`config.mk`:
```
export PLATFORM = sky130hd
export DESIGN_NAME = encoder_if_top
export DESIGN_NICKNAME = d
export VERILOG_FILES = /design/src/encoder_pkg.sv /design/src/input_sync.sv /design/src/pulse_counter.sv /design/src/encoder_regs.sv /design/src/encoder_if_top.sv
export SDC_FILE = /design/constraint.sdc
export NUM_CORES = 1
export LEC_CHECK = 0
export ABC_AREA = 0
export BUFFER_PORTS_ARGS = -buffer_cell sky130_fd_sc_hd__buf_4
export CAP_MARGIN = 20
export CORE_MARGIN = 2
export CORE_UTILIZATION = 54
export CTS_CLUSTER_SIZE = 30
export DETAILED_ROUTE_END_ITERATION = 10
export MAX_ROUTING_LAYER = met4
export PLACE_DENSITY = 0.76
export SYNTH_ARGS = -nofsm -noshare
export SYNTH_HDL_FRONTEND = slang
export SYNTH_SLANG_ARGS = --single-unit
```
`constraint.sdc`:
```
create_clock -name clk -period 2.45 [get_ports clk]
set_input_delay 0.3675 -clock clk [delete_from_list [all_inputs] [get_ports clk]]
set_output_delay 0.3675 -clock clk [all_outputs]
set_load 0.05 [all_outputs]
```
`src/encoder_pkg.sv`:
```
// Sizes and the register map assume exactly two channels with a 16 bit count that is also the bus width
`default_nettype none

package encoder_pkg;

    // ##################################################
    // Sizes
    // ##################################################

    // Number of encoder channels served by the peripheral
    localparam int num_channels = 2;

    // Tick count width, also the host data width
    localparam int count_width = 16;

    // Register address width
    localparam int addr_width = 2;

    // Equal synchronized samples needed before a filtered line flips
    localparam int filter_len = 3;

    // Direction level that counts up
    localparam logic dir_fwd = 1'b0;

    // ##################################################
    // Register map and bus types
    // ##################################################

    // Host register addresses
    typedef enum logic [addr_width-1:0] {
        addr_ctrl   = 2'd0,
        addr_count0 = 2'd1,
        addr_count1 = 2'd2,
        addr_status = 2'd3
    } reg_addr_t;

    // Host request, wr and rd are single cycle strobes
    typedef struct packed {
        logic                   wr;
        logic                   rd;
        reg_addr_t              addr;
        logic [count_width-1:0] wdata;
    } reg_req_t;

    // One counter output, valid strobes with each enabled tick
    typedef struct packed {
        logic                   valid;
        logic [count_width-1:0] count;
    } count_sample_t;

endpackage

`default_nettype wire

```
`src/input_sync.sv`:
```
// Asynchronous inputs reach the outputs 5 cycles after a stable change and pulses under 3 cycles are dropped
`timescale 1ns/10ps
`default_nettype none

module input_sync (
    input  logic clk,
    input  logic reset,
    input  logic pulse_raw,
    input  logic dir_raw,
    output logic pulse_filt,
    output logic dir_filt
);
    import encoder_pkg::*;

    // Run counter wide enough to reach filter_len - 1
    typedef logic [$clog2(filter_len)-1:0] run_t;

    // Bit 0 carries the pulse line and bit 1 the direction line
    logic [1:0] raw;
    logic [1:0] sync_meta;
    logic [1:0] sync_q;
    logic [1:0] filt_q;
    run_t       run_cnt [2];

    assign raw = {dir_raw, pulse_raw};

    // ##################################################
    // Two flop synchronizer
    // ##################################################

    // First stage may go metastable, second stage is the usable copy
    always_ff @(posedge clk) begin
        if (reset) begin
            sync_meta <= '0;
            sync_q    <= '0;
        end else begin
            sync_meta <= raw;
            sync_q    <= sync_meta;
        end
    end

    // ##################################################
    // Glitch filter
    // ##################################################

    // Count consecutive samples that disagree with the filtered level
    // Any agreeing sample restarts the run
    always_ff @(posedge clk) begin
        if (reset) begin
            filt_q <= '0;
            for (int i = 0; i < 2; i++) begin
                run_cnt[i] <= '0;
            end
        end else begin
            for (int i = 0; i < 2; i++) begin
                if (sync_q[i] != filt_q[i]) begin
                    // Third disagreeing sample in a row flips the output
                    if (run_cnt[i] == run_t'(filter_len - 1)) begin
                        filt_q[i]  <= sync_q[i];
                        run_cnt[i] <= '0;
                    end else begin
                        run_cnt[i] <= run_cnt[i] + 1'b1;
                    end
                end else begin
                    run_cnt[i] <= '0;
                end
            end
        end
    end

    // Filtered levels go straight to the counter
    assign pulse_filt = filt_q[0];
    assign dir_filt   = filt_q[1];

endmodule

`default_nettype wire

```
`src/pulse_counter.sv`:
```
// Inputs must already be synchronous and filtered and the count wraps modulo 2^16 in both directions
`timescale 1ns/10ps
`default_nettype none

module pulse_counter (
    input  logic                        clk,
    input  logic                        reset,
    input  logic                        en,
    input  logic                        pulse_in,
    input  logic                        dir_in,
    output encoder_pkg::count_sample_t  sample
);
    import encoder_pkg::*;

    // Previous pulse level for edge detection
    logic pulse_d;
    logic pulse_rise;

    // Running tick count and its update strobe
    logic [count_width-1:0] count_q;
    logic                   valid_q;

    // ##################################################
    // Edge detect
    // ##################################################

    always_ff @(posedge clk) begin
        if (reset) begin
            pulse_d <= 1'b0;
        end else begin
            pulse_d <= pulse_in;
        end
    end

    assign pulse_rise = pulse_in & ~pulse_d;

    // ##################################################
    // Up/down count
    // ##################################################

    // The count runs even while disabled
    // valid only fires when enabled so the register block keeps its shadow frozen
    always_ff @(posedge clk) begin
        if (reset) begin
            count_q <= '0;
            valid_q <= 1'b0;
        end else begin
            valid_q <= 1'b0;
            if (pulse_rise) begin
                if (dir_in == dir_fwd) begin
                    count_q <= count_q + 1'b1;
                end else begin
                    count_q <= count_q - 1'b1;
                end
                valid_q <= en;
            end
        end
    end

    assign sample.valid = valid_q;
    assign sample.count = count_q;

endmodule

`default_nettype wire

```
`src/encoder_regs.sv`:
```
// Register map assumes two channels and reads return one cycle after rd with status cleared on read
`timescale 1ns/10ps
`default_nettype none

module encoder_regs (
    input  logic                                     clk,
    input  logic                                     reset,
    input  encoder_pkg::reg_req_t                    req,
    input  encoder_pkg::count_sample_t               samples [encoder_pkg::num_channels],
    output logic [encoder_pkg::num_channels-1:0]     en,
    output logic [encoder_pkg::count_width-1:0]      rdata,
    output logic                                     rvalid
);
    import encoder_pkg::*;

    // Per channel enable bits
    logic [num_channels-1:0] ctrl_q;

    // Last captured count per channel
    logic [count_width-1:0]  shadow_q [num_channels];

    // Sticky update flags
    logic [num_channels-1:0] status_q;
    logic [num_channels-1:0] status_set;

    // Decoded host strobes
    logic ctrl_wr;
    logic status_rd;

    // Registered read path
    logic [count_width-1:0]  rdata_q;
    logic [count_width-1:0]  rdata_mux;
    logic                    rvalid_q;

    // ##################################################
    // Host decode
    // ##################################################

    assign ctrl_wr   = req.wr && (req.addr == addr_ctrl);
    assign status_rd = req.rd && (req.addr == addr_status);

    // Writes to other addresses are read-only and fall through
    always_ff @(posedge clk) begin
        if (reset) begin
            ctrl_q <= '0;
        end else if (ctrl_wr) begin
            ctrl_q <= req.wdata[num_channels-1:0];
        end
    end

    // Each counter is gated by its ctrl bit
    assign en = ctrl_q;

    // ##################################################
    // Shadow counts and status
    // ##################################################

    // Collect this cycle's valid strobes
    always_comb begin
        for (int i = 0; i < num_channels; i++) begin
            status_set[i] = samples[i].valid;
        end
    end

    // Shadow loads only on valid, so a disabled channel holds its value
    always_ff @(posedge clk) begin
        if (reset) begin
            for (int i = 0; i < num_channels; i++) begin
                shadow_q[i] <= '0;
            end
        end else begin
            for (int i = 0; i < num_channels; i++) begin
                if (samples[i].valid) begin
                    shadow_q[i] <= samples[i].count;
                end
            end
        end
    end

    // A status read clears old flags but keeps any set in the same cycle
    always_ff @(posedge clk) begin
        if (reset) begin
            status_q <= '0;
        end else if (status_rd) begin
            status_q <= status_set;
        end else begin
            status_q <= status_q | status_set;
        end
    end

    // ##################################################
    // Read path
    // ##################################################

    // Narrow registers are zero extended to the bus width
    always_comb begin
        case (req.addr)
            addr_ctrl:   rdata_mux = {{(count_width - num_channels){1'b0}}, ctrl_q};
            addr_count0: rdata_mux = shadow_q[0];
            addr_count1: rdata_mux = shadow_q[1];
            addr_status: rdata_mux = {{(count_width - num_channels){1'b0}}, status_q};
            default:     rdata_mux = '0;
        endcase
    end

    // Data is captured only on rd and then held
    always_ff @(posedge clk) begin
        if (reset) begin
            rdata_q  <= '0;
            rvalid_q <= 1'b0;
        end else begin
            rvalid_q <= req.rd;
            if (req.rd) begin
                rdata_q <= rdata_mux;
            end
        end
    end

    assign rdata  = rdata_q;
    assign rvalid = rvalid_q;

endmodule

`default_nettype wire

```
`src/encoder_if_top.sv`:
```
// Encoder pins are asynchronous and the host bus must share clk with at most one strobe per cycle
`timescale 1ns/10ps
`default_nettype none

module encoder_if_top (
    input  logic                                  clk,
    input  logic                                  reset,
    input  logic [encoder_pkg::num_channels-1:0]  pulse_in,
    input  logic [encoder_pkg::num_channels-1:0]  dir_in,
    input  encoder_pkg::reg_req_t                 req,
    output logic [encoder_pkg::count_width-1:0]   rdata,
    output logic                                  rvalid
);
    import encoder_pkg::*;

    // Filtered levels per channel
    logic [num_channels-1:0] pulse_filt;
    logic [num_channels-1:0] dir_filt;

    // Counter enables from the ctrl register
    logic [num_channels-1:0] en;

    // Counter outputs into the register block
    count_sample_t           samples [num_channels];

    // ##################################################
    // Per channel datapath
    // ##################################################

    // Synchronizer and filter feed one tick counter per channel
    for (genvar i = 0; i < num_channels; i++) begin : g_channel

        input_sync u_input_sync (
            .clk        (clk),
            .reset      (reset),
            .pulse_raw  (pulse_in[i]),
            .dir_raw    (dir_in[i]),
            .pulse_filt (pulse_filt[i]),
            .dir_filt   (dir_filt[i])
        );

        pulse_counter u_pulse_counter (
            .clk      (clk),
            .reset    (reset),
            .en       (en[i]),
            .pulse_in (pulse_filt[i]),
            .dir_in   (dir_filt[i]),
            .sample   (samples[i])
        );

    end

    // ##################################################
    // Host registers
    // ##################################################

    encoder_regs u_encoder_regs (
        .clk     (clk),
        .reset   (reset),
        .req     (req),
        .samples (samples),
        .en      (en),
        .rdata   (rdata),
        .rvalid  (rvalid)
    );

endmodule

`default_nettype wire

```
## Yosys cells after proc, flatten, opt, wreduce, memory -nomap -nowiden

Memories as Yosys holds them, arrays and structs flattened.
Cells that the tools add are included.

- Memories: 3
- Bits of input ports: 26
- RAM bits: 40
- Output and inout bits: 17
- Register bits: 69

- $add $sub $neg: 8
- Reduce and logical (&&, ||, !) cells: 9
- Muxes and demuxes: 70
- Bitwise operators: 21
- Equal/unequal tests: 11

Memory list:

| memory | depth | bits a word | rd ports | clocked after memory_dff | write ports | line | text |
|---|---|---|---|---|---|---|---|
| u_encoder_regs.shadow_q | 2 | 16 | 2 | 0 | 2 | encoder_regs.sv:20 | `logic [count_width-1:0] shadow_q [num_channels];` |
| g_channel[0].u_input_sync.run_cnt | 2 | 2 | 2 | 0 | 2 | input_sync.sv:23 | `run_t run_cnt [2];` |
| g_channel[1].u_input_sync.run_cnt | 2 | 2 | 2 | 0 | 2 | input_sync.sv:23 |  |

Operators by type and width:

| cell | count |
|---|---|
| $mux W16 | 4 |
| $pmux W16 S4 | 1 |
| $mux W1 | 52 |
| $add A16 B1 Y16 const B | 2 |
| $sub A16 B1 Y16 const B | 2 |
| $mux W2 | 13 |
| $or A1 B1 Y1 | 14 |
| $eq A2 B2 Y1 const B | 6 |
| $add A2 B1 Y2 const B | 4 |
| $reduce_and A2 Y1 | 4 |
| $ne A1 B1 Y1 | 4 |
| $not A1 Y1 | 4 |
| $reduce_or A2 Y1 | 2 |
| $and A1 B1 Y1 | 2 |
| $eq A2 B1 Y1 const B | 1 |
| $logic_and A1 B1 Y1 | 2 |
| $logic_not A2 Y1 | 1 |
| $or A2 B2 Y2 | 1 |

## Logic depth before layout (Yosys ltp)

Gate-level depths: netlist of the first run.

- Depth in word-level cells: 8
- Mapped depth: 8
- Depth with buffers taken out: 7

## By module

From an unflattened synthesis of the first run, not the netlist that was laid out.

- Cell total of the unflattened synthesis: 566
- Area, all modules: 5793.1 sq um

By module, submodules not included:

| module | instances | cells an instance | area each (sq um) |
|---|---|---|---|
| encoder_regs | 1 | 160 | 2193.4 |
| pulse_counter at g_channel[0].u_pulse_counter | 1 | 185 | 1475.2 |
| pulse_counter at g_channel[1].u_pulse_counter | 1 | 161 | 1338.8 |
| input_sync | 2 | 30 | 392.9 |

## Worst setup path before layout of the first run

OpenSTA, ideal clock, no wires.

- Kind: register -> register
- Start: register g_channel[1].u_input_sync.filt_q[1]
- End: register g_channel[1].u_pulse_counter.count_q[15]
- Buffers on the path: 1
- Period minus slack after synthesis: 2.423 ns
- Setup slack: 0.027 ns
- Arrival time: 2.302 ns
- Library setup time: 0.121 ns
- Stages on the path, launching flop included: 9
- Cell sequence: dfxtp_1 ha_1 clkbuf_2 a21oi_2 o21ai_0 a221oi_1 o21a_1 mux2i_1 mux2_2

- Word-level cells in the longest chain between the ends: 1

RTL lines:

| item | line | text |
|---|---|---|
| start, declared | input_sync.sv:22 | `logic [1:0] filt_q;` |
| start signal, assigned by index | input_sync.sv:59 | `filt_q[i] <= sync_q[i];` |
| $mux W16 | pulse_counter.sv:50 | `if (dir_in == dir_fwd) begin` |
| end signal, assigned | pulse_counter.sv:51 | `count_q <= count_q + 1'b1;` |
| end signal, assigned | pulse_counter.sv:53 | `count_q <= count_q - 1'b1;` |
| end, declared | pulse_counter.sv:20 | `logic [count_width-1:0] count_q;` |

Every way passes these cells.
A chain may end at the register's enable or synchronous reset.

## Final worst setup path of the first run

- Start: register g_channel[0].u_input_sync.filt_q[1]
- End: register g_channel[0].u_pulse_counter.count_q[15]

- Word-level cells in the longest chain between the ends: 1

RTL lines:

| item | line |
|---|---|
| start, declared | input_sync.sv:22 |
| start signal, assigned by index | input_sync.sv:59 |
| $mux W16 | pulse_counter.sv:50 |
| end signal, assigned | pulse_counter.sv:51 |
| end signal, assigned | pulse_counter.sv:53 |
| end, declared | pulse_counter.sv:20 |

Every way passes these cells.

==> metrics.log, run 1 <==
INFO  metric synthesis.instances = between 500 and 600
INFO  metric final.min_clock_period = between 2 and 2.5 ns
INFO  metric clock_latency = approximately 0.38 ns
INFO  metric crit_path_end_kind = register
INFO  metric routed_wire_length_per_instance = 15.4 um
INFO  metric finalSetupViolCount = 0
INFO  metric num-fill-cells = 804
INFO  metric power.net_switching = 791 uW
INFO  metric seq_power_share = 0.588
INFO  metric count_of_state_elements_after_synthesis = 109
INFO  metric comb_power_share = 0.081
INFO  metric synthToLayoutAreaGrowth = 14.4%
INFO  metric layout.cell_area.non_filler = 0.00621 sq mm
INFO  metric critical_path.reg2reg.endpoint = g_channel[0].u_pulse_counter.count_q[15]$_SDFFE_PP0P_
INFO  metric grt_setup_unrepaired = false
INFO  metric grt_pass1_vias = 4,040
INFO  metric drc = 0
INFO  metric route.antenna.remaining_nets = 0
INFO  metric yosysWarnings = 0
INFO  metric post-route-period-util = 0.958
INFO  metric total_of_cells_resized_after_clock_tree_synthesis = 1
INFO  metric clkSlewWorstSetupHoldPaths = 0.10 ns
INFO  metric grtUsageTotal = 0.232
INFO  metric synth.yosys.seq_area_share = 0.476
INFO  metric drtPass1Iterations = 4
INFO  metric holdCritStartpoint = dir_in[0]
INFO  metric type_of_the_worst_setup_path = register to register
INFO  metric postCtsSetupRepairBufs = 0
INFO  metric r2r-start = g_channel[0].u_input_sync.filt_q[1]$_SDFFE_PP0P_
INFO  metric cts.path.max_buffers = 2
INFO  metric num_antenna_cells = 0
INFO  metric critPathLaunchType = register
INFO  metric syn_avg_cell_area = 9.81 sq um
INFO  metric result_of_the_run = complete, no violations
INFO  metric initial_core_util = 0.555
INFO  metric max_freq = 0.426 GHz
INFO  metric finalHoldWorstSlack = around 0.20 ns
INFO  metric synth_ff_type = sky130_fd_sc_hd__dfxtp_1
INFO  metric timing.critical_path.fanout_max = 19
INFO  metric critPathRequiredTime = 2.73 ns
INFO  metric floorplan.die_area = 0.0109 sq mm
INFO  metric synth_area = 0.00543 sq mm
INFO  metric tritoncts = yes
INFO  metric fin_worst_skew = 0.00933 ns
INFO  metric intPower = around 2500 uW
INFO  metric numPortBuffers = 28
INFO  metric slew_viol_final = 0
INFO  metric pin_count_of_the_biggest_net_entering_global_routing = 40
INFO  metric place.gp.congestion = 0.912
INFO  metric placement.cell_area = 0.00599 sq mm
INFO  metric min_path_cells = 2
INFO  metric grt_antenna_before_repair = 0
INFO  metric global_route_wire_length_before_repair = between 15,000 and 20,000 um
INFO  metric pwr_density_cell = ~530 mW/mm^2
INFO  metric reg2reg_slack = around 0.10 ns
INFO  metric netSwitchingFraction = 0.239
INFO  metric design.portCount = 43
INFO  metric reg2reg_depth = 8
INFO  metric count_of_standard_cell_rows = 36
INFO  metric power = 3310 uW
INFO  metric power.ir.vdd_worst = 0.000286 V
INFO  metric timing_hold_violations_final = 0
INFO  metric synth_edf_count = 40
INFO  metric max_cap_violations = 0
INFO  metric worst_margin_slew = 0.707 ns
INFO  metric worstHoldEndpoint = g_channel[0].u_input_sync.sync_meta[1]$_SDFF_PP0_
INFO  metric cts_max_level = 3
INFO  metric number_of_buffers_added_by_the_clock_tree_synthesis_step = 9
INFO  metric routed_wire_length = 11,400 um
INFO  metric post_route_cells_drive_above_1_share = 0.149
INFO  metric static-leakage-power = 0.00254 uW
INFO  metric clock-sinks = 109
INFO  metric postSynth.asyncResetShare = 0
INFO  metric pwr-share-clk = 0.331
INFO  metric clk_root_buffer_cell = sky130_fd_sc_hd__clkbuf_8
INFO  metric chipWidth = ~100 um
INFO  metric num-nets-final = 666
INFO  metric vias = 4,151
INFO  metric final-seq-area = 0.00259 sq mm
INFO  metric worst_hold_class = input port to register
INFO  metric max-slew-margin-rel = 0.528
INFO  metric crit_path_arrival_time = 2.62 ns
INFO  metric count_of_different_cell_masters_after_synthesis = just under 60
INFO  metric final_core_util = 0.635
INFO  metric globalRoute.totalOverflow = 0
INFO  metric core = 0.00977 sq mm
INFO  metric hpwl_detailed = 8200 um
INFO  metric multi_input_area = between 0.002 and 0.003 sq mm
INFO  metric detail_route.iter0.violations = 193
INFO  metric cts-hold-fix-buffers = 0
INFO  metric die_y = around 100 um
INFO  metric post_drt_via_cell_ratio = roughly 5.6
[cell type report]
cell class              instances  area share
clock buffers                  11      0.0228
clock inverters                 5     0.00967
inverters                      13     0.00786
multi-input cells             413       0.442
flip-flops and latches        109       0.417
well taps                     133      0.0268
repair buffers                 60      0.0746
[through the flow]
stage / worst slack (ns) / instances / setup TNS, ns
after CTS: 0.0796 / 744 / 0
after detailed placement: -0.0106 / 728 / -0.0106
after global routing: 0.00320 / 744 / 0
after global placement: 0.0812 / 728 / 0
after floorplan: 0.0275 / 560 / 0
final: 0.103 / 744 / 0
[cell usage in the layout, fill, tap and decap left out, types with 12 or more instances in the layout]
cell / instances
sky130_fd_sc_hd__ha_1: 32
sky130_fd_sc_hd__and2_1: 34
sky130_fd_sc_hd__inv_1: 12
sky130_fd_sc_hd__dfxtp_1: 68
sky130_fd_sc_hd__xnor2_1: 17
sky130_fd_sc_hd__nand2_1: 49
sky130_fd_sc_hd__nand3_1: 16
sky130_fd_sc_hd__a21oi_1: 32
sky130_fd_sc_hd__buf_4: 59
sky130_fd_sc_hd__nor2b_1: 20
sky130_fd_sc_hd__edfxtp_1: 40
sky130_fd_sc_hd__a211oi_1: 18
sky130_fd_sc_hd__a22oi_1: 15
sky130_fd_sc_hd__nor2_1: 54
[cells in the mapped netlist, drive strengths merged (2+ instances only)]
master / instances / area [sq um]
dfxtp: 69 / 1380
nor2: 54 / 203
nand2: 49 / 184
edfxtp: 40 / 1200
a21oi: 38 / 201
and2: 34 / 213
ha: 32 / 400
clkbuf: 22 / 83.8
nor2b: 20 / 125
a211oi: 19 / 143
xnor2: 17 / 149
nand3: 16 / 80.1
a22oi: 15 / 113
inv: 12 / 45.0
o21ai: 12 / 60.1
mux2i: 11 / 110
a21o: 7 / 53.8
and3: 7 / 43.8
nor3: 7 / 40.0
xor2: 6 / 52.6
a31oi: 5 / 31.3
nand4: 5 / 31.3
o211ai: 5 / 37.5
or3: 5 / 31.3
nand2b: 4 / 25.0
o311ai: 4 / 35.0
a221oi: 3 / 26.3
buf: 3 / 11.3
o21bai: 3 / 22.5
a22o: 2 / 17.5
fa: 2 / 40.0
mux2: 2 / 22.5
mux4: 2 / 45.0
nor4b: 2 / 17.5
o31ai: 2 / 15.0
or2: 2 / 12.5
[critical path, cell delays in order (launching register included)]
cell and delay (ns):
sky130_fd_sc_hd__dfxtp_1 0.33, sky130_fd_sc_hd__buf_12 0.16, sky130_fd_sc_hd__ha_1 0.33, sky130_fd_sc_hd__a21oi_2 0.16, sky130_fd_sc_hd__nor2_1 0.06, sky130_fd_sc_hd__o41a_1 0.45, sky130_fd_sc_hd__a21oi_2 0.17, sky130_fd_sc_hd__mux2i_1 0.25
sky130_fd_sc_hd__mux2_1 0.34
[state kept, by name, indices dropped and copies added, names as in the netlist]
signal                             cells
g_channel.u_pulse_counter.valid_q      2
g_channel.u_input_sync.sync_meta       4
g_channel.u_input_sync.run_cnt         8
g_channel.u_pulse_counter.pulse_d      2
g_channel.u_input_sync.sync_q          4
u_encoder_regs.shadow_q               32
u_encoder_regs.en                      2
u_encoder_regs.rdata                  16
g_channel.u_pulse_counter.count_q     32
u_encoder_regs.status_q                2
u_encoder_regs.rvalid                  1
g_channel.u_input_sync.filt_q          4
[logic make-up (layout without fill, tap and decap cells)]
family,count (synthesis),in the layout,share of synthesized area
multiplexers,15,15,0.0327
flip-flops,109,109,0.476
XOR/XNOR,23,23,0.0371
AO/OA/AOI/OAI,124,124,0.155
buffers and inverters,38,89,0.0265
other,1,8,0.000691
AND/OR/NAND/NOR,209,209,0.191
adder cells (fa/ha/maj),34,34,0.0812
[worst max path at each step]
| stage | start | endpoint | slack [ns] | cells past startpoint |
|---|---|---|---|---|
| floorplan | g_channel[1].u_input_sync.filt_q[1]$_SDFFE_PP0P_ | g_channel[1].u_pulse_counter.count_q[15]$_SDFFE_PP0P_ | 0.03 | 8 |
| global placement | g_channel[1].u_input_sync.filt_q[1]$_SDFFE_PP0P_ | g_channel[1].u_pulse_counter.count_q[15]$_SDFFE_PP0P_ | 0.08 | 8 |
| detailed placement | g_channel[1].u_input_sync.filt_q[1]$_SDFFE_PP0P_ | g_channel[1].u_pulse_counter.count_q[15]$_SDFFE_PP0P_ | -0.01 | 8 |
| CTS | g_channel[1].u_input_sync.filt_q[1]$_SDFFE_PP0P_ | g_channel[1].u_pulse_counter.count_q[15]$_SDFFE_PP0P_ | 0.08 | 8 |
| global route | g_channel[1].u_input_sync.filt_q[1]$_SDFFE_PP0P_ | g_channel[1].u_pulse_counter.count_q[15]$_SDFFE_PP0P_ | 0.003 | 8 |
| finish | g_channel[0].u_input_sync.filt_q[1]$_SDFFE_PP0P_ | g_channel[0].u_pulse_counter.count_q[15]$_SDFFE_PP0P_ | 0.10 | 8 |
[power by group through the flow]
stage / sequential [uW] / combinational (uW) / clock (uW)
CTS: 1950 / 268 / 1110
finish: 1950 / 267 / 1100
detailed placement: 1990 / 267 / 0
global route: 1950 / 291 / 1200
global placement: 1990 / 260 / 0
floorplan: 2040 / 123 / 0
[per-layer routing]
metal | up-vias | GRT usage | routed length [um]
met4 | 0 | 0.0869 | 244
li1 | 2087 | - | -
met5 | - | - | 0
met1 | 1962 | 0.288 | 5270
met2 | 84 | 0.379 | 5460
met3 | 18 | 0.0451 | 463
Power figures use the tool's default switching activity.
==> run 2, diff against run 1 <==
--- a/config.mk
+++ b/config.mk
@@ -9,11 +9,12 @@
 export BUFFER_PORTS_ARGS = -buffer_cell sky130_fd_sc_hd__buf_4
 export CAP_MARGIN = 20
 export CORE_MARGIN = 2
-export CORE_UTILIZATION = 54
+export CORE_UTILIZATION = 55
 export CTS_CLUSTER_SIZE = 30
 export DETAILED_ROUTE_END_ITERATION = 10
 export MAX_ROUTING_LAYER = met4
-export PLACE_DENSITY = 0.76
+export PLACE_DENSITY = 0.77
 export SYNTH_ARGS = -nofsm -noshare
 export SYNTH_HDL_FRONTEND = slang
+export SYNTH_HIERARCHICAL = 1
 export SYNTH_SLANG_ARGS = --single-unit
==> metrics.log, run 2 <==
INFO  metric postSynth.asyncResetShare = 0
INFO  metric max_freq = 0.433 GHz
INFO  metric crit_path_end_kind = register
INFO  metric postCtsSetupRepairBufs = 0
INFO  metric routed_wire_length_per_instance = 15.5 um
INFO  metric netlist.area_leader.share = 0.238
INFO  metric clock_latency = slightly below 0.4 ns
INFO  metric design.portCount = 43
INFO  metric result_of_the_run = complete, no violations
INFO  metric vias = 4,333
INFO  metric detail_route.iter0.violations = 273
INFO  metric clkSlewWorstSetupHoldPaths = 0.11 ns
INFO  metric critPathLaunchType = register
INFO  metric grtUsageTotal = 0.226
INFO  metric yosysWarnings = 6
INFO  metric grt_setup_unrepaired = false
INFO  metric num_antenna_cells = 0
INFO  metric grt_pass1_vias = 4,225
INFO  metric cts.path.max_buffers = 2
INFO  metric count_of_standard_cell_rows = 37
INFO  metric pre_cts_ws = approximately 0.018 ns
INFO  metric type_of_the_worst_setup_path = register to register
INFO  metric worst_margin_slew = 0.613 ns
INFO  metric max-slew-margin-rel = 0.591
INFO  metric crit_path_arrival_time = 2.61 ns
INFO  metric clock-sinks = 109
INFO  metric total_of_cells_resized_after_clock_tree_synthesis = 1
INFO  metric max_cap_violations = 0
INFO  metric synth_ff_type = sky130_fd_sc_hd__dfxtp_1
INFO  metric post-route-period-util = 0.942
INFO  metric mostFrequentLayoutCell = sky130_fd_sc_hd__dfxtp_1
INFO  metric synthesis.instances = between 500 and 600
INFO  metric worst_path_setup_slack_after_routing = 0.142 ns
INFO  metric count_of_different_cell_masters_after_synthesis = 64
INFO  metric reg2reg_slack = 0.14 ns
INFO  metric num-nets-final = 674
INFO  metric pwr_density_cell = 527 mW/mm^2
INFO  metric critPathRequiredTime = 2.75 ns
INFO  metric routed_wire_length = 11,700 um
INFO  metric die_y = 107 um
INFO  metric pin_count_of_the_biggest_net_entering_global_routing = 53
INFO  metric drtPass1Iterations = 5
INFO  metric post_drt_via_cell_ratio = between 5 and 6
INFO  metric finalSetupViolCount = 0
INFO  metric route.antenna.remaining_nets = 0
INFO  metric timing_hold_violations_final = 0
INFO  metric finalSetupTns = 0 ns
INFO  metric initial_core_util = 0.564
INFO  metric post_route_cells_drive_above_1_share = 0.215
INFO  metric power.ir.vdd_worst = 0.000339 V
INFO  metric globalRoute.totalOverflow = 0
INFO  metric static-leakage-power = 0.00254 uW
INFO  metric post-synth-top-area-cell = sky130_fd_sc_hd__dfxtp_1
INFO  metric synth_commonest_cells = sky130_fd_sc_hd__dfxtp_1 (69), sky130_fd_sc_hd__nor2_1 (58), sky130_fd_sc_hd__edfxtp_1 (40)
INFO  metric cts_max_level = 3
INFO  metric hpwl_detailed = 8310 um
INFO  metric place.gp.congestion = 0.872
INFO  metric synthMostInstantiatedCell = sky130_fd_sc_hd__dfxtp_1
INFO  metric worst_hold_class = input port to register
INFO  metric synth_area = just under 0.006 sq mm
INFO  metric chipWidth = 107 um
INFO  metric final.min_clock_period = 2.31 ns
INFO  metric slew_viol_final = 0
INFO  metric tritoncts = yes
INFO  metric cts-hold-fix-buffers = 0
INFO  metric synthToLayoutAreaGrowth = 12.5%
INFO  metric numPortBuffers = 28
INFO  metric clk_root_buffer_cell = sky130_fd_sc_hd__clkbuf_8
INFO  metric grt_antenna_before_repair = 0
INFO  metric number_of_buffers_added_by_the_clock_tree_synthesis_step = 9
INFO  metric global_route_wire_length_before_repair = 20,000 um
INFO  metric count_of_state_elements_after_synthesis = 109
INFO  metric fin_worst_skew = just under 0.01 ns
INFO  metric core = 0.0103 sq mm
INFO  metric floorplan.die_area = 0.0114 sq mm
INFO  metric drc = 0
INFO  metric largest_cells_by_area_after_synthesis = sky130_fd_sc_hd__dfxtp_1 (24%), sky130_fd_sc_hd__edfxtp_1 (21%), sky130_fd_sc_hd__ha_1 (6.9%)
INFO  metric synth_edf_count = 40
INFO  metric synth.yosys.seq_area_share = 0.446
INFO  metric timing.critical_path.fanout_max = 13
INFO  metric syn_avg_cell_area = 10.2 sq um
INFO  metric commonest_cells_after_routing_fill_and_taps_aside = sky130_fd_sc_hd__dfxtp_1 (67), sky130_fd_sc_hd__buf_4 (61), sky130_fd_sc_hd__nor2_1 (58)
## run 2: cell count changes in the layout (fill, tap and decap cells not counted), moves of 9 or more
cell	change
sky130_fd_sc_hd__a211oi_2	+11
sky130_fd_sc_hd__nand2_1	-19
sky130_fd_sc_hd__nor4_1	+9
sky130_fd_sc_hd__a22oi_1	-10
sky130_fd_sc_hd__a22oi_2	+10
sky130_fd_sc_hd__nor2b_1	-9
sky130_fd_sc_hd__nand3b_1	+11
## run 2: area by class of cell
cell class              instances  area [sq um]
clock buffers                   9           124
clock inverters                 7           100
fillers                       825          3760
inverters                       7          26.3
multi-input cells             426          3050
flip-flops and latches        109          2590
well taps                     136           170
repair buffers                 61           458
## run 2: per-layer routing
metal | global-route usage | up-vias | routed length [um]
met5 | - | - | 0
met4 | 0.104 | 0 | 428
met3 | 0.0438 | 27 | 461
met2 | 0.354 | 101 | 5500
met1 | 0.286 | 2039 | 5330
li1 | - | 2166 | -
## run 2: power by group
group | total (uW) | internal, uW | switching (uW)
Combinational | 290 | 107 | 183
Clock | 1190 | 506 | 685
Sequential | 1950 | 1920 | 29.3
## run 2: cells by family (layout without fill, tap and decap cells)
group           count (synthesis)  count (layout)  share of synthesized area
xor+xnor                       19              19                     0.0287
other cells                     2               8                    0.00130
buf+inv                        37              84                     0.0320
flops                         109             109                      0.446
compound gates                134             134                      0.182
simple gates                  218             218                      0.204
fa+ha+maj                      34              34                     0.0760
mux                            13              13                     0.0300
## run 2: worst paths after layout
check                                                    start                                                    end  cells past startpoint
max           g_channel[1].u_input_sync/filt_q[1]$_SDFFE_PP0N_  g_channel[1].u_pulse_counter/count_q[12]$_SDFFE_PP0P_                      8
min                                                pulse_in[1]      g_channel[1].u_input_sync/sync_meta[0]$_SDFF_PP0_                      2
max reg2reg   g_channel[1].u_input_sync/filt_q[1]$_SDFFE_PP0N_  g_channel[1].u_pulse_counter/count_q[12]$_SDFFE_PP0P_                      8
min reg2reg  g_channel[1].u_input_sync/sync_meta[1]$_SDFF_PP0_         g_channel[1].u_input_sync/sync_q[1]$_SDFF_PP0_                      1
## run 2: metrics by stage
stage	area [sq um]	hold WS (ns)	total power [uW]	cells	util
floorplan	5820	0.428	2200	572	-
global placement	6290	0.429	2270	739	0.612
detailed placement	6290	0.439	2280	739	0.612
CTS	6510	0.183	3460	755	0.634
global route	6520	0.182	3570	755	0.634
finish	6520	0.195	3430	755	0.634
## run 2: critical path, cell delays in order, from the launching register on
cell and delay, ns:
sky130_fd_sc_hd__dfxtp_2 0.44, sky130_fd_sc_hd__fa_1 0.48, sky130_fd_sc_hd__a211oi_2 0.26, sky130_fd_sc_hd__o21bai_1 0.15
sky130_fd_sc_hd__o21ai_2 0.20, sky130_fd_sc_hd__o21ai_2 0.10, sky130_fd_sc_hd__a31oi_4 0.21, sky130_fd_sc_hd__nor2_2 0.06
sky130_fd_sc_hd__a2111oi_2 0.30
==> run 3, diff against run 2 <==
--- a/config.mk
+++ b/config.mk
@@ -13,7 +13,7 @@
 export CTS_CLUSTER_SIZE = 30
 export DETAILED_ROUTE_END_ITERATION = 10
 export MAX_ROUTING_LAYER = met4
-export PLACE_DENSITY = 0.77
+export PLACE_DENSITY = 0.74
 export SYNTH_ARGS = -nofsm -noshare
 export SYNTH_HDL_FRONTEND = slang
 export SYNTH_HIERARCHICAL = 1
==> constraint.sdc (replaced) <==
create_clock -name clk -period 2.6 [get_ports clk]
set_input_delay 0.39 -clock clk [delete_from_list [all_inputs] [get_ports clk]]
set_output_delay 0.39 -clock clk [all_outputs]
set_load 0.05 [all_outputs]
==> metrics.log, run 3 (synthesized netlist as in run 2, its figures left out) <==
INFO  metric clkSlewWorstSetupHoldPaths = 0.10 ns
INFO  metric grt_pass1_vias = 4,072
INFO  metric max_freq = 0.414 GHz
INFO  metric detail_route.iter0.violations = 341
INFO  metric drc = 0
INFO  metric power = around 3100 uW
INFO  metric routed_wire_length = 11,400 um
INFO  metric multi_input_area = ~0.0030 sq mm
INFO  metric timing.critical_path.fanout_max = 21
INFO  metric timing_hold_violations_final = 0
INFO  metric vias = 4,238
INFO  metric grt_antenna_before_repair = 0
INFO  metric clock_latency = between 0.3 and 0.4 ns
INFO  metric die_y = approximately 110 um
INFO  metric commonest_cells_after_routing_fill_and_taps_aside = sky130_fd_sc_hd__dfxtp_1 (68), sky130_fd_sc_hd__nor2_1 (58), sky130_fd_sc_hd__buf_4 (46)
INFO  metric final-seq-area = 0.00258 sq mm
INFO  metric route.antenna.remaining_nets = 0
INFO  metric final.min_clock_period = 2.41 ns
INFO  metric finalSetupViolCount = 0
INFO  metric max_cap_violations = 0
INFO  metric cts.path.max_buffers = 2
INFO  metric drtPass1Iterations = 5
INFO  metric pin_count_of_the_biggest_net_entering_global_routing = 67
INFO  metric finalSetupTns = 0 ns
INFO  metric floorplan.die_area = between 0.01 and 0.015 sq mm
INFO  metric core = 0.0103 sq mm
INFO  metric mostFrequentLayoutCell = sky130_fd_sc_hd__dfxtp_1
INFO  metric place.gp.congestion = 0.929
INFO  metric worst_hold_class = input port to register
INFO  metric reg2reg_depth = 8
INFO  metric post_drt_via_cell_ratio = 5.71
INFO  metric crit_path_end_kind = register
INFO  metric critPathLaunchType = register
INFO  metric clk_root_buffer_cell = sky130_fd_sc_hd__clkbuf_8
INFO  metric static-leakage-power = 0.00245 uW
INFO  metric hpwl_detailed = between 8000 and 9000 um
INFO  metric worst_margin_slew = around 0.56 ns
INFO  metric globalRoute.totalOverflow = 0
INFO  metric count_of_standard_cell_rows = 37
INFO  metric num_antenna_cells = 0
INFO  metric power.ir.vdd_worst = 0.000296 V
INFO  metric critPathRequiredTime = between 2 and 3 ns
INFO  metric post_route_cells_drive_above_1_share = 0.193
INFO  metric chipWidth = 107 um
INFO  metric finalHoldWorstSlack = 0.241 ns
INFO  metric tritoncts = yes
INFO  metric num-fill-cells = ~820
INFO  metric pwr_density_cell = 482 mW/mm^2
INFO  metric number_of_buffers_added_by_the_clock_tree_synthesis_step = 9
INFO  metric grtUsageTotal = 0.218
INFO  metric result_of_the_run = complete, no violations
INFO  metric max-slew-margin-rel = 0.624
INFO  metric cts-hold-fix-buffers = 0
INFO  metric fin_worst_skew = 0.00894 ns
INFO  metric final_core_util = 0.623
INFO  metric synthToLayoutAreaGrowth = 10.5%
INFO  metric post-route-period-util = 0.928
INFO  metric design.portCount = 43
INFO  metric numPortBuffers = 28
INFO  metric num-nets-final = 661
INFO  metric postCtsSetupRepairBufs = 0
INFO  metric type_of_the_worst_setup_path = register to register
INFO  metric clock-sinks = 109
INFO  metric routed_wire_length_per_instance = 15.4 um
INFO  metric initial_core_util = 0.564
INFO  metric global_route_wire_length_before_repair = 19,300 um
INFO  metric min_path_cells = 2
INFO  metric slew_viol_final = 0
INFO  metric cts_max_level = 3
INFO  metric total_of_cells_resized_after_clock_tree_synthesis = 0
INFO  metric grt_setup_unrepaired = false
INFO  metric crit_path_arrival_time = 2.70 ns
-- run 3: changes by cell type in the layout (fill, tap and decap cells not counted) --
cell / change
sky130_fd_sc_hd__buf_12: +2
sky130_fd_sc_hd__clkinvlp_4: +2
sky130_fd_sc_hd__clkinv_8: -1
sky130_fd_sc_hd__dfxtp_4: -1
sky130_fd_sc_hd__inv_8: -1
sky130_fd_sc_hd__a21oi_1: +1
sky130_fd_sc_hd__bufinv_16: -1
sky130_fd_sc_hd__a21oi_2: -1
sky130_fd_sc_hd__clkbuf_1: +1
sky130_fd_sc_hd__dfxtp_1: +1
sky130_fd_sc_hd__buf_4: -15
-- run 3: critical path: stages (launching register included) --
cell                       delay (ns)
sky130_fd_sc_hd__dfxtp_1         0.34
sky130_fd_sc_hd__buf_12          0.16
sky130_fd_sc_hd__ha_1            0.39
sky130_fd_sc_hd__a21oi_1         0.42
sky130_fd_sc_hd__o21ai_0         0.26
sky130_fd_sc_hd__mux2_2          0.31
sky130_fd_sc_hd__nor3_1          0.15
sky130_fd_sc_hd__a31oi_1         0.08
sky130_fd_sc_hd__a211oi_2        0.22
-- run 3: path summary, 6_finish.rpt --
kind / start / slack, ns / endpoint
setup / recovery: g_channel[0].u_input_sync/filt_q[1]$_SDFFE_PP0N_ / 0.19 / g_channel[0].u_pulse_counter/count_q[15]$_SDFFE_PP0P_
setup reg to reg: g_channel[0].u_input_sync/filt_q[1]$_SDFFE_PP0N_ / 0.19 / g_channel[0].u_pulse_counter/count_q[15]$_SDFFE_PP0P_
hold / removal: pulse_in[1] / 0.24 / g_channel[1].u_input_sync/sync_meta[0]$_SDFF_PP0_
hold reg to reg: g_channel[1].u_input_sync/sync_meta[1]$_SDFF_PP0_ / 0.46 / g_channel[1].u_input_sync/sync_q[1]$_SDFF_PP0_
-- run 3: stage by stage --
step,std cells,instance area (sq um),setup WS (ns)
after floorplan,572,5820,0.143
after global placement,726,6210,0.171
after detailed placement,726,6210,0.139
after CTS,742,6400,0.0891
after global routing,742,6400,0.0827
final,742,6400,0.186
-- run 3: power by group --
part	internal (uW)	switching [uW]	leakage, uW
Sequential	1810	26.7	0.000975
Combinational	100	173	0.00139
Clock	366	601	0.0000863
-- run 3: metal layers --
layer	global-route usage	routed length (um)	share of wire
met1	0.292	5330	0.47
met2	0.332	5300	0.46
met3	0.0383	499	0.044
met4	0.0872	276	0.024
met5	-	0	0
-- run 3: final cells by class --
cell class / count / share of cell area
sequential: 109 / 0.404
tap: 136 / 0.0266
clock inverter: 6 / 0.00899
timing repair buffer: 48 / 0.0602
inverter: 7 / 0.00411
clock buffer: 10 / 0.0199
multi-input combinational: 426 / 0.476
